===== src/design/md5_settings.svh =====
`ifndef MD5_SETTINGS_SVH
`define MD5_SETTINGS_SVH

`default_nettype none

// Datapath widths
`define MD5_WORD_W      32
`define MD5_BLOCK_W     512
`define MD5_STATE_W     128

`define MD5_STEPS       16      // Steps per round
`define MD5_STAGE_LAT   17      // Round stage strobe to strobe

// Standard initial chaining words
`define MD5_IV_A        32'h67452301
`define MD5_IV_B        32'hefcdab89
`define MD5_IV_C        32'h98badcfe
`define MD5_IV_D        32'h10325476

`default_nettype wire

`endif


===== src/design/md5_pkg.sv =====
`include "md5_settings.svh"
`default_nettype none

package md5_pkg;

    typedef logic [`MD5_WORD_W-1:0] word_t;

    // Word A sits in the low 32 bits
    typedef struct packed {
        word_t d;
        word_t c;
        word_t b;
        word_t a;
    } state_t;

    typedef logic [`MD5_BLOCK_W-1:0] block_t;              // Word 0 in the low bits
    typedef logic [$clog2(`MD5_STEPS)-1:0] step_t;

    // Round function, one per pipeline stage
    typedef enum logic [1:0] {
        RND_F,
        RND_G,
        RND_H,
        RND_I
    } round_e;

    typedef enum logic {
        ST_IDLE,
        ST_RUN
    } stage_state_e;

endpackage

`default_nettype wire


===== src/design/md5_const_rom.sv =====
`timescale 1ns/1ns
`include "md5_settings.svh"
`default_nettype none

module md5_const_rom
    import md5_pkg::*;
#(
    parameter round_e ROUND = RND_F
)
(
    input  wire step_t  i_step,
    output word_t       o_k,
    output logic [4:0]  o_shift,
    output step_t       o_word_idx
);

    // Additive constants, sixteen per round
    localparam word_t K_F [16] = '{
        32'hd76aa478, 32'he8c7b756, 32'h242070db, 32'hc1bdceee,
        32'hf57c0faf, 32'h4787c62a, 32'ha8304613, 32'hfd469501,
        32'h698098d8, 32'h8b44f7af, 32'hffff5bb1, 32'h895cd7be,
        32'h6b901122, 32'hfd987193, 32'ha679438e, 32'h49b40821
    };
    localparam word_t K_G [16] = '{
        32'hf61e2562, 32'hc040b340, 32'h265e5a51, 32'he9b6c7aa,
        32'hd62f105d, 32'h02441453, 32'hd8a1e681, 32'he7d3fbc8,
        32'h21e1cde6, 32'hc33707d6, 32'hf4d50d87, 32'h455a14ed,
        32'ha9e3e905, 32'hfcefa3f8, 32'h676f02d9, 32'h8d2a4c8a
    };
    localparam word_t K_H [16] = '{
        32'hfffa3942, 32'h8771f681, 32'h6d9d6122, 32'hfde5380c,
        32'ha4beea44, 32'h4bdecfa9, 32'hf6bb4b60, 32'hbebfbc70,
        32'h289b7ec6, 32'heaa127fa, 32'hd4ef3085, 32'h04881d05,
        32'hd9d4d039, 32'he6db99e5, 32'h1fa27cf8, 32'hc4ac5665
    };
    localparam word_t K_I [16] = '{
        32'hf4292244, 32'h432aff97, 32'hab9423a7, 32'hfc93a039,
        32'h655b59c3, 32'h8f0ccc92, 32'hffeff47d, 32'h85845dd1,
        32'h6fa87e4f, 32'hfe2ce6e0, 32'ha3014314, 32'h4e0811a1,
        32'hf7537e82, 32'hbd3af235, 32'h2ad7d2bb, 32'heb86d391
    };

    // Rotate amounts repeat every four steps
    localparam logic [4:0] S_F [4] = '{5'd7, 5'd12, 5'd17, 5'd22};
    localparam logic [4:0] S_G [4] = '{5'd5, 5'd9,  5'd14, 5'd20};
    localparam logic [4:0] S_H [4] = '{5'd4, 5'd11, 5'd16, 5'd23};
    localparam logic [4:0] S_I [4] = '{5'd6, 5'd10, 5'd15, 5'd21};

    always_comb
    begin
        unique case (ROUND)
            RND_F:
            begin
                o_k        = K_F[i_step];
                o_shift    = S_F[i_step[1:0]];
                o_word_idx = i_step;
            end
            RND_G:
            begin
                o_k        = K_G[i_step];
                o_shift    = S_G[i_step[1:0]];
                o_word_idx = step_t'(4'd1 + 4'd5 * i_step);   // Wraps mod 16
            end
            RND_H:
            begin
                o_k        = K_H[i_step];
                o_shift    = S_H[i_step[1:0]];
                o_word_idx = step_t'(4'd5 + 4'd3 * i_step);
            end
            RND_I:
            begin
                o_k        = K_I[i_step];
                o_shift    = S_I[i_step[1:0]];
                o_word_idx = step_t'(4'd7 * i_step);
            end
        endcase
    end

endmodule

`default_nettype wire


===== src/design/md5_round_stage.sv =====
`timescale 1ns/1ns
`include "md5_settings.svh"
`default_nettype none

module md5_round_stage
    import md5_pkg::*;
#(
    parameter round_e ROUND = RND_F
)
(
    input  wire logic   Clk,
    input  wire logic   Rst_n,
    input  wire logic   i_valid,
    input  wire state_t i_state,
    input  wire block_t i_block,
    input  wire state_t i_chain,
    output logic        o_valid,
    output state_t      o_state,
    output block_t      o_block,
    output state_t      o_chain
);

    stage_state_e st_q;
    step_t        step_q;
    state_t       work_q;       // Working words A to D
    block_t       block_q;
    state_t       chain_q;

    word_t        k_val;
    logic [4:0]   shift;
    step_t        word_idx;
    word_t        f_val;
    word_t        m_val;
    word_t        sum;
    logic [2*`MD5_WORD_W-1:0] rot_dbl;
    word_t        step_res;
    state_t       work_nxt;
    logic         last_step;

    md5_const_rom #(
        .ROUND      (ROUND)
    ) u_rom (
        .i_step     (step_q),
        .o_k        (k_val),
        .o_shift    (shift),
        .o_word_idx (word_idx)
    );

    // Round function on B, C, D
    always_comb
    begin
        unique case (ROUND)
            RND_F: f_val = (work_q.b & work_q.c) | (~work_q.b & work_q.d);
            RND_G: f_val = (work_q.b & work_q.d) | (work_q.c & ~work_q.d);
            RND_H: f_val = work_q.b ^ work_q.c ^ work_q.d;
            RND_I: f_val = work_q.c ^ (work_q.b | ~work_q.d);
        endcase
    end

    assign m_val    = block_q[word_idx*`MD5_WORD_W +: `MD5_WORD_W];
    assign sum      = work_q.a + f_val + k_val + m_val;
    assign rot_dbl  = {sum, sum} << shift;                  // Upper half is the left rotate
    assign step_res = work_q.b + rot_dbl[2*`MD5_WORD_W-1 -: `MD5_WORD_W];

    always_comb
    begin
        work_nxt.a = work_q.d;
        work_nxt.b = step_res;
        work_nxt.c = work_q.b;
        work_nxt.d = work_q.c;
    end

    assign last_step = (st_q == ST_RUN) && (step_q == step_t'(`MD5_STEPS - 1));

    always_ff @(posedge Clk or posedge Rst_n)
    begin
        if (Rst_n)
        begin
            st_q    <= ST_IDLE;
            step_q  <= '0;
            o_valid <= 1'b0;
        end
        else
        begin
            o_valid <= last_step;                           // One cycle pulse
            unique case (st_q)
                ST_IDLE:
                begin
                    step_q <= '0;
                    if (i_valid)
                        st_q <= ST_RUN;
                end
                ST_RUN:
                begin
                    step_q <= step_q + 1'b1;
                    if (last_step)
                        st_q <= ST_IDLE;
                end
            endcase
        end
    end

    // A strobe during ST_RUN is dropped
    always_ff @(posedge Clk)
    begin
        if (st_q == ST_IDLE && i_valid)
        begin
            work_q  <= i_state;
            block_q <= i_block;
            chain_q <= i_chain;
        end
        else if (st_q == ST_RUN)
            work_q <= work_nxt;

        // Outputs hold until the next block finishes
        if (last_step)
        begin
            o_state <= work_nxt;
            o_block <= block_q;
            o_chain <= chain_q;
        end
    end

endmodule

`default_nettype wire


===== config.mk =====
export PLATFORM = sky130hd
export DESIGN_NAME = md5_round_stage
export DESIGN_NICKNAME = d
export VERILOG_FILES = /design/src/design/md5_pkg.sv /design/src/design/md5_const_rom.sv /design/src/design/md5_round_stage.sv
export VERILOG_INCLUDE_DIRS = /design/src /design/src/design
export SDC_FILE = /design/constraint.sdc
export NUM_CORES = 2
export LEC_CHECK = 0
export CAP_MARGIN = 10
export CORE_AREA = 8 8 588 590
export DETAILED_ROUTE_END_ITERATION = 12
export DIE_AREA = 0 0 596 598
export DONT_BUFFER_PORTS = 1
export PLACE_DENSITY = 0.41
export REMOVE_ABC_BUFFERS = 1
export SYNTH_ARGS = -nofsm -noshare
export SYNTH_HDL_FRONTEND = slang
export SYNTH_SLANG_ARGS = --single-unit

===== constraint.sdc =====
create_clock -name Clk -period 32 [get_ports Clk]
set_input_delay 6.4 -clock Clk [delete_from_list [all_inputs] [get_ports Clk]]
set_output_delay 6.4 -clock Clk [all_outputs]
set_load 0.05 [all_outputs]

==> metrics <==
Setup Fix Bufs, Post-CTS=0; Slew HR=0.160; area occupied by multi-input gates=roughly 13000 um^2; DRC Markers=0; drt pass-1 iters=6; Pins Over Slew Limit=0; Synthesis Warnings=0; final hold violations=0; Max-cap violations=0; synth unique cells=72; DRT Wirelength=~280 mm; synthesized area=59900 um^2; H-Tree Level Count=4; Setup CP Type=flop to flop; r2r endpoint=work_nxt[95]$_DFFE_PP_; post-DR vias/cell=a little under 4; slowest CP cell=inv_1; Die Wd=slightly below 600 um; EDFF count, synth=~1500; synth-to-layout area growth=19.7%; CP max FO=27; vias in the first global route=31500; Root Buffer=clkbuf_16; Slew @ Worst Pin=1.26 ns; Initial Util=0.178; Critical Path End=work_nxt[95]$_DFFE_PP_; Worst-Skew Late Latency=0.87 ns; sequential area share after synthesis=0.773; Clock Skew=around 0.078 ns; fill cell total of the finished layout=35100; number of setup violations in the final report=0; fin cells=7938; Final ANT Viol Nets=0; worst-case clock buffer depth=4; Post-Syn Area per Cell=18.6 um^2; # hold bufs at CTS=0; Die Ht=598 um; Core Box Area=336000 um^2; share of cells above drive strength 1=0.174; largest net degree at the start of global routing=~160; die area=356000 um^2; WP data arrival=roughly 12 ns; Worst-path clk slew=approximately 0.07 ns; initial antenna violation count=182; Reg2Reg Launch Point=step_q[1]$_DFF_PP0_; gp weighted congestion=0.881; Syn Inst Count=about 3200; sum of negative setup slack=0 ns; reg2reg setup slack=20.17 ns; crit-path max cell delay=approximately 0.87 ns; RSZ-0062 raised after global routing=no; initial detailed-routing violation count=2635; Total GRT Usage=0.148; worst reg2reg path depth=33; clk sinks=~1500; post-layout min period=11.83 ns; CTS Buf Count=~190; number of synthesized register bits=1542; IO Port Bufs=0; status=finished, final reports clean; GRT overflow=0; first-pass GRT wire length=350 mm; WP data required=around 33 ns; Primary FF master, synth=edfxtp_1; Post-CTS Resized=0; Vias=31000; Final nets=between 4000 and 5000; FMAX=84.5 MHz; CP startpoint=step_q[1]$_DFF_PP0_; placed cell count=7564; Post-synth ARST share=0.00389; worst hold path type=flop to flop; # rows=213; storage element area=46300 um^2; wire per inst=35.0 um; Most common cell on crit path=inv_1; Post-DP HPWL=222 mm; I/O Pins=1540; nature of the critical path startpoint=flop; TritonCTS clock tree=built; critical path endpoint category=flop; crit share post-route=0.370
## cells in the mapped netlist, drive strengths merged (3+ instances only)
cell type  instances  share of area
o221ai             3        0.00044
dfrtp              6         0.0025
or2                5        0.00052
nor3              20         0.0019
ha                72          0.015
nand2b            13         0.0014
and3               6        0.00063
mux2              67          0.013
o21bai            13         0.0017
and2               9        0.00094
nor3b              4        0.00050
edfxtp          1536           0.77
nor2              56         0.0035
a31o               4        0.00059
nand3             12         0.0010
o21ai             58         0.0048
mux2i             66          0.011
mux4             178          0.067
a21o              26         0.0033
a31oi             14         0.0015
nand2            427          0.027
nor4               3        0.00042
a211oi             7        0.00088
nand4             15         0.0016
a211o              5        0.00073
fa                63          0.021
o31ai             11         0.0014
xnor2             44         0.0064
xor2              18         0.0026
a21oi             94         0.0080
clkbuf           100         0.0063
inv              169          0.011
buf               20         0.0013
o21a              13         0.0017
a21boi             5        0.00063
nor2b              9        0.00094
o211ai            10         0.0013
## stage by stage
step / utilization / setup slack [ns] / hold WS, ns / cell area, um^2
2_1_floorplan: - / 6.95 / 0.400 / 59400
3_3_place_gp: 0.195 / 20.38 / 0.400 / 65500
3_5_place_dp: 0.195 / 20.32 / 0.405 / 65500
4_1_cts: 0.213 / 20.23 / 0.363 / 71600
5_1_grt: 0.213 / 19.51 / 0.375 / 71600
6_report: 0.213 / 20.17 / 0.389 / 71700
## logic make-up (layout without fill, tap and decap cells)
group                      after synthesis  in the layout  synth area share
AOI/OAI and AO/OA                      293            293            0.0320
xor gates and xnor gates                62             62           0.00907
adders and majority gates              135            135            0.0361
buffers and inverters                  289            560            0.0181
DFF                                   1542           1542             0.773
muxes                                  311            311            0.0909
other                                    0             42                 0
and+or+nand+nor                        586            586            0.0409
## layout by cell type, fill, tap and decap left out, types with 19 or more instances in the layout
cell / count
bufinv_16: 19
mux2i_1: 66
clkbuf_16: 190
inv_1: 167
nor2_1: 56
ha_1: 72
nor3_1: 19
edfxtp_1: 1536
a21o_1: 26
clkinv_2: 26
nand2_1: 427
mux2_2: 66
mux4_2: 174
xnor2_1: 44
fa_1: 63
o21ai_0: 58
a21oi_1: 93
diode_2: 42
clkbuf_1: 25
clkinv_1: 25
buf_4: 55
## layer usage
metal  GRT usage  wire length, um
met4      0.0282             5600
met5           0             1030
met3      0.0632            27300
met2       0.267           142000
met1       0.162           102000
## how the worst min path moves through the flow
stage,startpoint,end,cells past startpoint
CTS,chain_q[6]$_DFFE_PP_,o_chain[6]$_DFFE_PP_,0
finish,chain_q[25]$_DFFE_PP_,o_chain[25]$_DFFE_PP_,0
global placement,chain_q[3]$_DFFE_PP_,o_chain[3]$_DFFE_PP_,0
floorplan,chain_q[0]$_DFFE_PP_,o_chain[0]$_DFFE_PP_,0
global route,chain_q[6]$_DFFE_PP_,o_chain[6]$_DFFE_PP_,0
detailed placement,chain_q[21]$_DFFE_PP_,o_chain[21]$_DFFE_PP_,0
## cell type report
| cell class | count | area share |
|---|---|---|
| sequential | 1542 | 0.646 |
| multi-input combinational | 1387 | 0.175 |
| tap | 4407 | 0.0769 |
| clock buffer | 215 | 0.0676 |
| clock inverter | 117 | 0.0177 |
| inverter | 169 | 0.00895 |
| timing repair buffer | 59 | 0.00688 |
| antenna | 42 | 0.00147 |
## worst max-delay path: cells and delay by family, from the launching register on
kind / cells / cell delay [ns]
XOR/XNOR: 1 / 0.20
multiplexers: 5 / 2.04
AO/OA/AOI/OAI: 14 / 4.44
AND/OR/NAND/NOR: 3 / 0.51
adder cells (fa/ha/maj): 6 / 2.54
flip-flops: 1 / 0.69
buffers and inverters: 4 / 1.11
## flip-flops by register name, summed over array words and instances, names as in the netlist, 4 cells and up
register / flops
step_q: 4
o_chain: 128
work_q: 32
chain_q: 128
work_nxt: 96
o_state: 128
o_block: 512
block_q: 512
Power is not shown: default switching activity piles up to over one toggle a cycle in this logic, so the estimate is an artifact.
