==> config.mk <==
export PLATFORM = sky130hd
export DESIGN_NAME = md5_digest_stage
export DESIGN_NICKNAME = d
export VERILOG_FILES = /design/src/design/md5_pkg.sv /design/src/design/md5_digest_stage.sv
export VERILOG_INCLUDE_DIRS = /design/src /design/src/design
export SDC_FILE = /design/constraint.sdc
export NUM_CORES = 1
export LEC_CHECK = 0
export BUFFER_PORTS_ARGS = -buffer_cell sky130_fd_sc_hd__buf_2
export CORE_AREA = 3 3 150 152
export CTS_CLUSTER_DIAMETER = 150
export DETAILED_ROUTE_END_ITERATION = 10
export DIE_AREA = 0 0 153 155
export HOLD_SLACK_MARGIN = 0.1
export PLACE_DENSITY_LB_ADDON = 0.05
export RECOVER_POWER = 50
export SLEW_MARGIN = 20
export SYNTH_ARGS = -nofsm -noshare
export SYNTH_HDL_FRONTEND = slang
export SYNTH_SLANG_ARGS = --single-unit
==> constraint.sdc <==
create_clock -name Clk -period 0.8 [get_ports Clk]
set_input_delay 0.12 -clock Clk [delete_from_list [all_inputs] [get_ports Clk]]
set_output_delay 0.12 -clock Clk [all_outputs]
set_load 0.02 [all_outputs]
==> src/design/md5_settings.svh <==
`ifndef MD5_SETTINGS_SVH
`define MD5_SETTINGS_SVH

`default_nettype none

// Datapath widths
`define MD5_WORD_W      32
`define MD5_BLOCK_W     512
`define MD5_STATE_W     128

`define MD5_STEPS       16      // Steps per round
`define MD5_STAGE_LAT   17      // Round stage strobe to strobe

// Standard initial chaining words
`define MD5_IV_A        32'h67452301
`define MD5_IV_B        32'hefcdab89
`define MD5_IV_C        32'h98badcfe
`define MD5_IV_D        32'h10325476

`default_nettype wire

`endif

==> src/design/md5_pkg.sv <==
`include "md5_settings.svh"
`default_nettype none

package md5_pkg;

    typedef logic [`MD5_WORD_W-1:0] word_t;

    // Word A sits in the low 32 bits
    typedef struct packed {
        word_t d;
        word_t c;
        word_t b;
        word_t a;
    } state_t;

    typedef logic [`MD5_BLOCK_W-1:0] block_t;              // Word 0 in the low bits
    typedef logic [$clog2(`MD5_STEPS)-1:0] step_t;

    // Round function, one per pipeline stage
    typedef enum logic [1:0] {
        RND_F,
        RND_G,
        RND_H,
        RND_I
    } round_e;

    typedef enum logic {
        ST_IDLE,
        ST_RUN
    } stage_state_e;

endpackage

`default_nettype wire

==> src/design/md5_digest_stage.sv <==
`timescale 1ns/1ns
`include "md5_settings.svh"
`default_nettype none

module md5_digest_stage
    import md5_pkg::*;
(
    input  wire logic   Clk,
    input  wire logic   Rst_n,
    input  wire logic   i_valid,
    input  wire state_t i_state,
    input  wire state_t i_chain,
    output logic        o_valid,
    output state_t      o_digest
);

    always_ff @(posedge Clk or posedge Rst_n)
    begin
        if (Rst_n)
            o_valid <= 1'b0;
        else
            o_valid <= i_valid;
    end

    // Feed-forward add, each word mod 2^32
    always_ff @(posedge Clk)
    begin
        if (i_valid)
        begin
            o_digest.a <= i_state.a + i_chain.a;
            o_digest.b <= i_state.b + i_chain.b;
            o_digest.c <= i_state.c + i_chain.c;
            o_digest.d <= i_state.d + i_chain.d;
        end
    end

endmodule

`default_nettype wire

==> results of run 1 <==
==> power by group through the flow <==
stage	registers [mW]	logic, mW	clock network [mW]
floorplan	10.8	4.74	0
global placement	9.33	11.0	0
detailed placement	9.35	11.2	0
CTS	9.36	12.8	7.91
global route	9.56	15.2	8.20
finish	9.46	14.4	7.90
==> layer usage <==
metal / global-route usage (%) / routed length, um / vias up
met5: 0 / 13 / -
met4: 13.0 / 1950 / 2
met3: 6.23 / 2880 / 134
met2: 54.0 / 21100 / 555
met1: 31.6 / 14100 / 5264
li1: - / - / 5264
==> final timing paths <==
path	end	from	slack [ns]	depth (start not counted)
setup / recovery	o_digest[26]	i_chain[0]	-1.31	12
hold / removal	o_digest[64]	i_chain[64]	-0.03	2
max in group asynchronous	o_valid	Rst_n	0	4
min in group asynchronous	o_valid	Rst_n	0.70	4
==> Yosys cell counts, types with 3 or more instances <==
master and instances:
and4_1 5, or3_1 5, a21o_1 59, o211ai_1 6, a31oi_1 13, nor2b_1 11, o21ai_1 12, inv_1 17
nand4_1 14, and2_1 6, a221o_1 3, xor2_1 44, clkbuf_1 7, nor2_1 44, a21o_2 3, nand3_1 30
edfxtp_1 128, nand2b_1 12, o21a_1 11, xnor2_1 74, o31ai_1 3, and3_1 14, a211oi_1 6, a2111oi_0 3
ha_1 124, a21oi_2 4, nor3_1 7, o21bai_1 15, o21ai_0 48, nand2_1 63, o31a_1 4, a21oi_1 114
fa_1 4
==> cell type report <==
| cell class | instances | area share [%] |
|---|---|---|
| Multi-Input combinational cell | 807 | 41.2 |
| Timing Repair Buffer | 769 | 32.1 |
| Sequential cell | 129 | 21.2 |
| Clock buffer | 20 | 2.39 |
| Tap cell | 275 | 1.88 |
| Clock inverter | 11 | 0.767 |
| Inverter | 17 | 0.349 |
| Antenna cell | 7 | 0.0958 |
==> cells by family (layout without fill, tap and decap cells) <==
| group | Yosys count | count (layout) | share of synthesized area [%] |
|---|---|---|---|
| xor+xnor | 118 | 118 | 10.3 |
| other cells | 0 | 7 | 0 |
| flops | 129 | 129 | 38.7 |
| buf+inv | 29 | 817 | 1.30 |
| simple gates | 220 | 220 | 10.9 |
| compound gates | 341 | 341 | 22.5 |
| fa+ha+maj | 128 | 128 | 16.3 |
==> critical path, cell delays in order <==
cell	delay, ns
buf_6	0.10
ha_4	0.15
fa_2	0.35
a211oi_2	0.23
o21ai_1	0.12
a31oi_2	0.23
o21bai_2	0.11
a221o_1	0.34
a21oi_2	0.17
o21ai_2	0.10
a21oi_2	0.16
xnor2_1	0.08
==> registers in the layout, indices dropped and copies added, names as in the netlist <==
| register | count |
|---|---|
| o_digest | 128 |
| o_valid | 1 |
==> what timing repair did <==
action,CTS,global route
hold endpoints to repair,13,8
setup buffers,49,49
pin swaps,111,107
endpoints found under the setup margin,249,251
gates resized for setup,288,192
==> impl_metrics.env, run 1 <==
export IMPL_ir_drop_uv=1640
export IMPL_num_vias=11200
export IMPL_yosysSeqAreaShare_pct=38.7
export IMPL_fmax_mhz=475
export IMPL_wirelength_mm=40.0
export IMPL_p_total_mw=31.7
export IMPL_gp_congestion=0.889
export IMPL_setup_violations=250
export IMPL_pre_cts_slack_ns=-1.81
export IMPL_grt_total_usage_pct=29.0
export IMPL_cp_start_kind="input pin"
export IMPL_final_cell_mix="313 x buf_4, 256 x buf_2, 184 x buf_6, 128 x edfxtp_1, 81 x ha_1"
export IMPL_routedWlPerCell_um=19.7
export IMPL_die_h_um=155
export IMPL_async_flop_share_pct=0.775
export IMPL_p_per_area_nw_per_um2=1740
export IMPL_p_switching_mw=10.5
export IMPL_synth_edf_count=128
export IMPL_fin_ws_ns=-1.31
export IMPL_cts_num_sinks=129
export IMPL_synth_seq_cells=129
export IMPL_antenna_left=0
export IMPL_via_per_inst=5.51
export IMPL_p_leak_nw=8.44
export IMPL_yosys_area_top_type="edfxtp_1"
export IMPL_intPower_mw=21.2
export IMPL_timing_slew_headroom_pct=64.2
export IMPL_layout_cells_non_filler=2035
export IMPL_power_frac_seq_pct=29.8
export IMPL_die_w_um=153
export IMPL_io_buffers=387
export IMPL_ys_warn_count=0
export IMPL_cp_arrival_ns=2.27
export IMPL_synth_ff_type="edfxtp_1"
export IMPL_cts_reportedPaths_clkPinSlew_ns=0.06
export IMPL_outcome="finished with violations"
export IMPL_place_area_sq_um=15300
export IMPL_sw_frac_of_total_pct=33.2
export IMPL_drc_errors=0
export IMPL_start_util_pct=47.3
export IMPL_dr_pass1_iters=5
export IMPL_cp_data_required_time_ns=0.96
export IMPL_syn_nets=1352
export IMPL_drive_gt1_share_pct=58.9
export IMPL_rsz0062_at_grt="yes"
export IMPL_drt_initial_drc_count=624
export IMPL_seqCellArea_sq_um=3870
export IMPL_dp_hpwl_mm=27.0
export IMPL_antenna_found_initial=8
export IMPL_final_min_clock_period_ns=2.11
export IMPL_endpoint_kind="register"
export IMPL_violations="negative hold slack, negative setup slack"
export IMPL_worst_pin_slew_ns=0.532
export IMPL_cap_violations=0
export IMPL_cts_buffer_depth=2
export IMPL_path_class="in -> reg"
export IMPL_hold_viol_final=3
export IMPL_h_tree_depth=4
export IMPL_synth_top_area_share_pct=38.4
export IMPL_overflow=0
export IMPL_nets=2128
export IMPL_grt_max_degree=31
export IMPL_io_pins=388
export IMPL_num_rows=53
export IMPL_critPathMaxFanout=3
export IMPL_netlist_area_sq_um=10000
export IMPL_post_route_period_util_pct=263
export IMPL_area_growth_pct=82.7
export IMPL_grt_pass1_wl_mm=55.5
export IMPL_multi_input_area_sq_um=7540
export IMPL_n_fill_cell=1093
export IMPL_syn_area_per_cell_sq_um=10.4
export IMPL_maxSlewViolCount=0
export IMPL_synth_cell_type_count=73
export IMPL_cts_inserted_buffers=17
export IMPL_grt_pass1_vias=11200
export IMPL_syn_inst=965
export IMPL_hold_buffers=5
export IMPL_clkPwrFrac_pct=24.9
export IMPL_synthTopCellsByArea="edfxtp_1 38%, ha_1 16%, xnor2_1 6.5%"
export IMPL_hp_class="in -> reg"
export IMPL_combPwrFrac_pct=45.3
export IMPL_die_area_sq_um=23700
export IMPL_final_common_cell="buf_4"
export IMPL_dpl_cell_count=1937
export IMPL_final_setup_tns_ns=-137.85
export IMPL_final_util_pct=86.4
export IMPL_stdcell_area_sq_um=18300
export IMPL_hold_slack_ns=-0.0302
export IMPL_core_sq_um=21200
export IMPL_cts_tree="built"
export IMPL_root_buffer="clkbuf_16"
Power figures use the tool's default switching activity.
==> inputs of run 2 (changes only) <==
- CORE_AREA: 3 3 150 152 -> 2 2 149 151
- DIE_AREA: 0 0 153 155 -> 0 0 151 153
==> run 2 against run 1 <==
The run still ends with negative hold slack, negative setup slack left; highest routed layer unchanged; critical path depth unchanged; utilization rose by 0.52 points; hold slack gained 0.010 ns.
==> impl_metrics.env, run 2 (synthesized netlist as in run 1, its figures left out) <==
export IMPL_gp_congestion=0.910
export IMPL_grt_pass1_vias=11300
export IMPL_root_buffer="clkbuf_16"
export IMPL_die_area_sq_um=23100
export IMPL_fmax_mhz=465
export IMPL_cts_num_sinks=129
export IMPL_stdcell_area_sq_um=18700
export IMPL_grt_max_degree=46
export IMPL_multi_input_area_sq_um=7630
export IMPL_seqCellArea_sq_um=3870
export IMPL_ir_drop_uv=1540
export IMPL_hold_slack_ns=-0.0200
export IMPL_critPathMaxFanout=4
export IMPL_cp_arrival_ns=2.32
export IMPL_pre_cts_slack_ns=-1.85
export IMPL_overflow=0
export IMPL_largest_reg_flops=128
export IMPL_path_class="in -> reg"
export IMPL_antenna_found_initial=13
export IMPL_die_w_um=151
export IMPL_cp_start_kind="input pin"
export IMPL_post_route_period_util_pct=269
export IMPL_p_leak_nw=8.60
export IMPL_drive_gt1_share_pct=59.8
export IMPL_area_growth_pct=86.7
export IMPL_hold_viol_final=3
export IMPL_cts_buffer_depth=2
export IMPL_biggestRegsByFlops="o_digest (128), o_valid (1)"
export IMPL_dp_hpwl_mm=26.4
export IMPL_crit_chain="buf_6 > ha_1 > fa_2 > a21o_1 > a21oi_2 > o211ai_4 > nand4_1 > o211ai_1 > a31oi_1 > o211ai_1 > a21oi_2 > xnor2_1"
export IMPL_h_tree_depth=4
export IMPL_place_area_sq_um=15300
export IMPL_cts_reportedPaths_clkPinSlew_ns=0.07
export IMPL_rsz0062_at_grt="yes"
export IMPL_hold_buffers=7
export IMPL_largest_register="o_digest"
export IMPL_setup_violations=248
export IMPL_drt_initial_drc_count=641
export IMPL_num_rows=54
export IMPL_endpoint_kind="register"
export IMPL_final_util_pct=86.9
export IMPL_final_common_cell="buf_4"
export IMPL_grt_total_usage_pct=30.7
export IMPL_antenna_left=0
export IMPL_wirelength_mm=40.8
export IMPL_io_pins=388
export IMPL_fin_ws_ns=-1.35
export IMPL_p_per_area_nw_per_um2=1800
export IMPL_n_fill_cell=1056
export IMPL_cp_data_required_time_ns=0.97
export IMPL_dpl_cell_count=1944
export IMPL_start_util_pct=46.6
export IMPL_violations="negative hold slack, negative setup slack"
export IMPL_nets=2137
export IMPL_layout_cells_non_filler=2052
export IMPL_num_vias=11400
export IMPL_die_h_um=153
export IMPL_p_total_mw=33.6
export IMPL_grt_pass1_wl_mm=56.0
export IMPL_outcome="finished with violations"
export IMPL_hp_class="in -> reg"
export IMPL_final_cell_mix="330 x buf_4, 243 x buf_2, 192 x buf_6, 128 x edfxtp_1, 79 x ha_1"
export IMPL_crit_path_top_delay_cell="fa_2"
export IMPL_cts_inserted_buffers=17
export IMPL_maxSlewViolCount=0
export IMPL_final_min_clock_period_ns=2.15
export IMPL_dr_pass1_iters=5
export IMPL_cap_violations=0
export IMPL_cts_tree="built"
export IMPL_timing_slew_headroom_pct=49.6
export IMPL_core_sq_um=21500
export IMPL_worst_pin_slew_ns=0.748
export IMPL_final_setup_tns_ns=-139.74
export IMPL_io_buffers=387
export IMPL_drc_errors=0
export IMPL_via_per_inst=5.56
export IMPL_critical_path_max_stage_delay_ns=0.37
export IMPL_routedWlPerCell_um=19.9
==> run 2: changes by cell type in the layout (fill, tap and decap cells not counted), sizes merged, moves of 2 or more <==
| cell | delta |
|---|---|
| bufinv | +4 |
| clkbuf | -8 |
| clkinv | -3 |
| buf | +14 |
| diode | +2 |
==> run 2: layer usage <==
layer  GRT usage (%)  part of all wire (%)  vias to the layer above
met5               0                  0.13                        -
met4            13.4                   5.9                        8
met3            7.25                   7.8                      175
met2            55.4                    51                      563
met1            34.2                    35                     5391
li1                -                     -                     5277
==> run 2: report_power, final <==
group          internal, mW  leakage (nW)  switching, mW
registers              8.96          1.26          0.564
logic                  7.60          7.01           7.06
clock network          6.17         0.328           3.27
total                  22.7          8.60           10.9
==> run 2: area by class of cell <==
type                    instances  area share [%]
multi-input cells             807            40.8
repair buffers                778            32.4
flip-flops and latches        129            20.7
clock buffers                  18            2.30
well taps                     280            1.88
clock inverters                14            1.39
inverters                      17           0.342
diodes                          9           0.121
==> run 2: critical path: cells and delay by family <==
kind	cells	cell delay, ns
AOI/OAI and AO/OA	7	1.27
xor gates and xnor gates	1	0.08
buffers and inverters	1	0.09
adders and majority gates	2	0.61
and+or+nand+nor	1	0.14
==> run 2: repair_timing <==
item	4_1_cts	5_1_grt
setup endpoints to repair	249	252
buffers inserted	62	46
hold endpoints to repair	12	8
resized for setup	300	210
pin swaps	148	92
==> run 2: path summary, 6_finish.rpt <==
path	endpoint	cells after the start	start	slack, ns
max	o_digest[124]	12	i_chain[96]	-1.35
min	o_digest[96]	2	i_state[96]	-0.02
max in group asynchronous	o_valid	4	Rst_n	0.08
min in group asynchronous	o_valid	4	Rst_n	0.63
==> inputs of run 3 (changes only) <==
- GPL_TIMING_DRIVEN: not set -> 0
- SETUP_SLACK_MARGIN: not set -> 0.3
==> run 3 against run 2 <==
The run still ends with negative hold slack, negative setup slack left; via count down 11%; largest power group unchanged; critical path depth unchanged; setup slack worse by 0.090 ns.
==> impl_metrics.env, run 3 (synthesized netlist as in run 1, its figures left out) <==
export IMPL_p_total_mw=31.6
export IMPL_hp_class="in -> reg"
export IMPL_nets=1898
export IMPL_io_buffers=387
export IMPL_combPwrFrac_pct=41.6
export IMPL_cp_arrival_ns=2.40
export IMPL_final_common_cell="buf_2"
export IMPL_violations="negative hold slack, negative setup slack"
export IMPL_antenna_left=0
export IMPL_cts_num_sinks=129
export IMPL_dr_pass1_iters=5
export IMPL_p_leak_nw=7.41
export IMPL_wirelength_mm=35.6
export IMPL_num_vias=10200
export IMPL_seqCellArea_sq_um=3870
export IMPL_cp_start_kind="input pin"
export IMPL_final_min_clock_period_ns=2.24
export IMPL_drt_initial_drc_count=436
export IMPL_timing_slew_headroom_pct=52.0
export IMPL_power_frac_seq_pct=29.9
export IMPL_critPathMaxFanout=3
export IMPL_grt_max_degree=24
export IMPL_dp_hpwl_mm=23.2
export IMPL_cts_inserted_buffers=17
export IMPL_cp_data_required_time_ns=0.96
export IMPL_biggestRegsByFlops="o_digest (128), o_valid (1)"
export IMPL_core_sq_um=21500
export IMPL_largest_reg_flops=128
export IMPL_ir_drop_uv=1450
export IMPL_clkPwrFrac_pct=28.5
export IMPL_final_cell_mix="244 x buf_2, 205 x buf_6, 128 x edfxtp_1, 70 x ha_1, 68 x buf_4"
export IMPL_n_fill_cell=1361
export IMPL_cts_tree="built"
export IMPL_hold_buffers=1
export IMPL_outcome="finished with violations"
export IMPL_maxSlewViolCount=0
export IMPL_post_route_period_util_pct=280
export IMPL_area_growth_pct=70.2
export IMPL_p_switching_mw=10.2
export IMPL_dpl_cell_count=1633
export IMPL_die_h_um=153
export IMPL_intPower_mw=21.4
export IMPL_largest_register="o_digest"
export IMPL_pre_cts_slack_ns=-2.03
export IMPL_layout_cells_non_filler=1813
export IMPL_antenna_found_initial=11
export IMPL_hold_viol_final=4
export IMPL_overflow=0
export IMPL_fmax_mhz=446
export IMPL_cts_buffer_depth=2
export IMPL_worst_pin_slew_ns=0.713
export IMPL_multi_input_area_sq_um=7730
export IMPL_h_tree_depth=4
export IMPL_hold_slack_ns=-0.0305
export IMPL_stdcell_area_sq_um=17000
export IMPL_gp_congestion=0.887
export IMPL_final_setup_tns_ns=-138.13
export IMPL_cap_violations=0
export IMPL_grt_pass1_wl_mm=49.9
export IMPL_die_w_um=151
export IMPL_num_rows=54
export IMPL_root_buffer="clkbuf_16"
export IMPL_place_area_sq_um=12900
export IMPL_grt_total_usage_pct=27.8
export IMPL_start_util_pct=46.6
export IMPL_routedWlPerCell_um=19.6
export IMPL_path_class="in -> reg"
export IMPL_setup_violations=248
export IMPL_die_area_sq_um=23100
export IMPL_io_pins=388
export IMPL_grt_pass1_vias=9855
export IMPL_drive_gt1_share_pct=53.7
export IMPL_endpoint_kind="register"
export IMPL_rsz0062_at_grt="yes"
export IMPL_fin_ws_ns=-1.44
export IMPL_p_per_area_nw_per_um2=1850
export IMPL_drc_errors=0
export IMPL_cts_reportedPaths_clkPinSlew_ns=0.07
export IMPL_via_per_inst=5.63
export IMPL_sw_frac_of_total_pct=32.3
## run 3: cell types whose count changed in the layout (fill, tap and decap cells not counted), sizes merged
cell           delta
buf             -245
bufinv            -1
clkbuf            +8
clkdlybuf4s50     +1
clkinv            +2
clkinvlp          -2
dlygate4sd3       -2
dlymetal6s4s      -1
inv               +1
## run 3: power by group through the flow
stage                     registers (mW)  logic, mW  clock network (mW)
final                               9.44       13.1                8.99
after detailed placement            9.34       9.19                   0
after CTS                           9.35       11.4                9.11
after global placement              9.36       9.06                   0
after floorplan                     10.8       4.74                   0
after global routing                9.52       13.9                9.43
## run 3: layout make-up
class | instances | share of cell area [%]
tap | 280 | 2.06
inverter | 17 | 0.375
clock buffer | 18 | 2.52
multi-input combinational | 807 | 45.4
buffer | 12 | 0.595
antenna | 9 | 0.132
timing repair buffer | 527 | 24.9
clock inverter | 14 | 1.38
sequential | 129 | 22.7
## run 3: critical path, cell delays in order
cell      delay (ns)
buf_6           0.10
ha_4            0.15
fa_2            0.35
a211oi_2        0.23
o21ai_1         0.12
a31oi_2         0.28
o21bai_2        0.14
a221o_1         0.35
a21oi_2         0.19
o21ai_2         0.10
a31oi_1         0.19
xnor2_1         0.09
## run 3: worst paths after layout
path                                 to         from  slack (ns)  cells after the start
min in group asynchronous       o_valid        Rst_n        0.08                      3
hold / removal             o_digest[64]  i_chain[64]       -0.03                      2
max in group asynchronous       o_valid        Rst_n        0.62                      3
setup / recovery           o_digest[30]   i_chain[0]       -1.44                     12
## run 3: stage by stage
stage	util (%)	hold WS [ns]
4_1_cts	73.3	-0.0423
3_3_place_gp	59.9	-0.0246
6_report	79.3	-0.0305
3_5_place_dp	60.1	-0.0166
2_1_floorplan	-	-0.151
5_1_grt	79.3	-0.0456
## run 3: timing repair
item	4_1_cts	5_1_grt
endpoints found under the setup margin	344	253
setup buffers	89	45
pin swaps	131	108
resized for setup	304	235
gates cloned	4	0
hold endpoints to repair	28	27
## run 3: routing by layer
layer | global-route usage, % | share of wire, % | vias up
li1 | - | - | 4814
met1 | 31.1 | 36 | 4849
met2 | 49.4 | 52 | 440
met3 | 6.81 | 8.2 | 101
met4 | 12.4 | 3.7 | 6
met5 | 0 | 0.10 | -
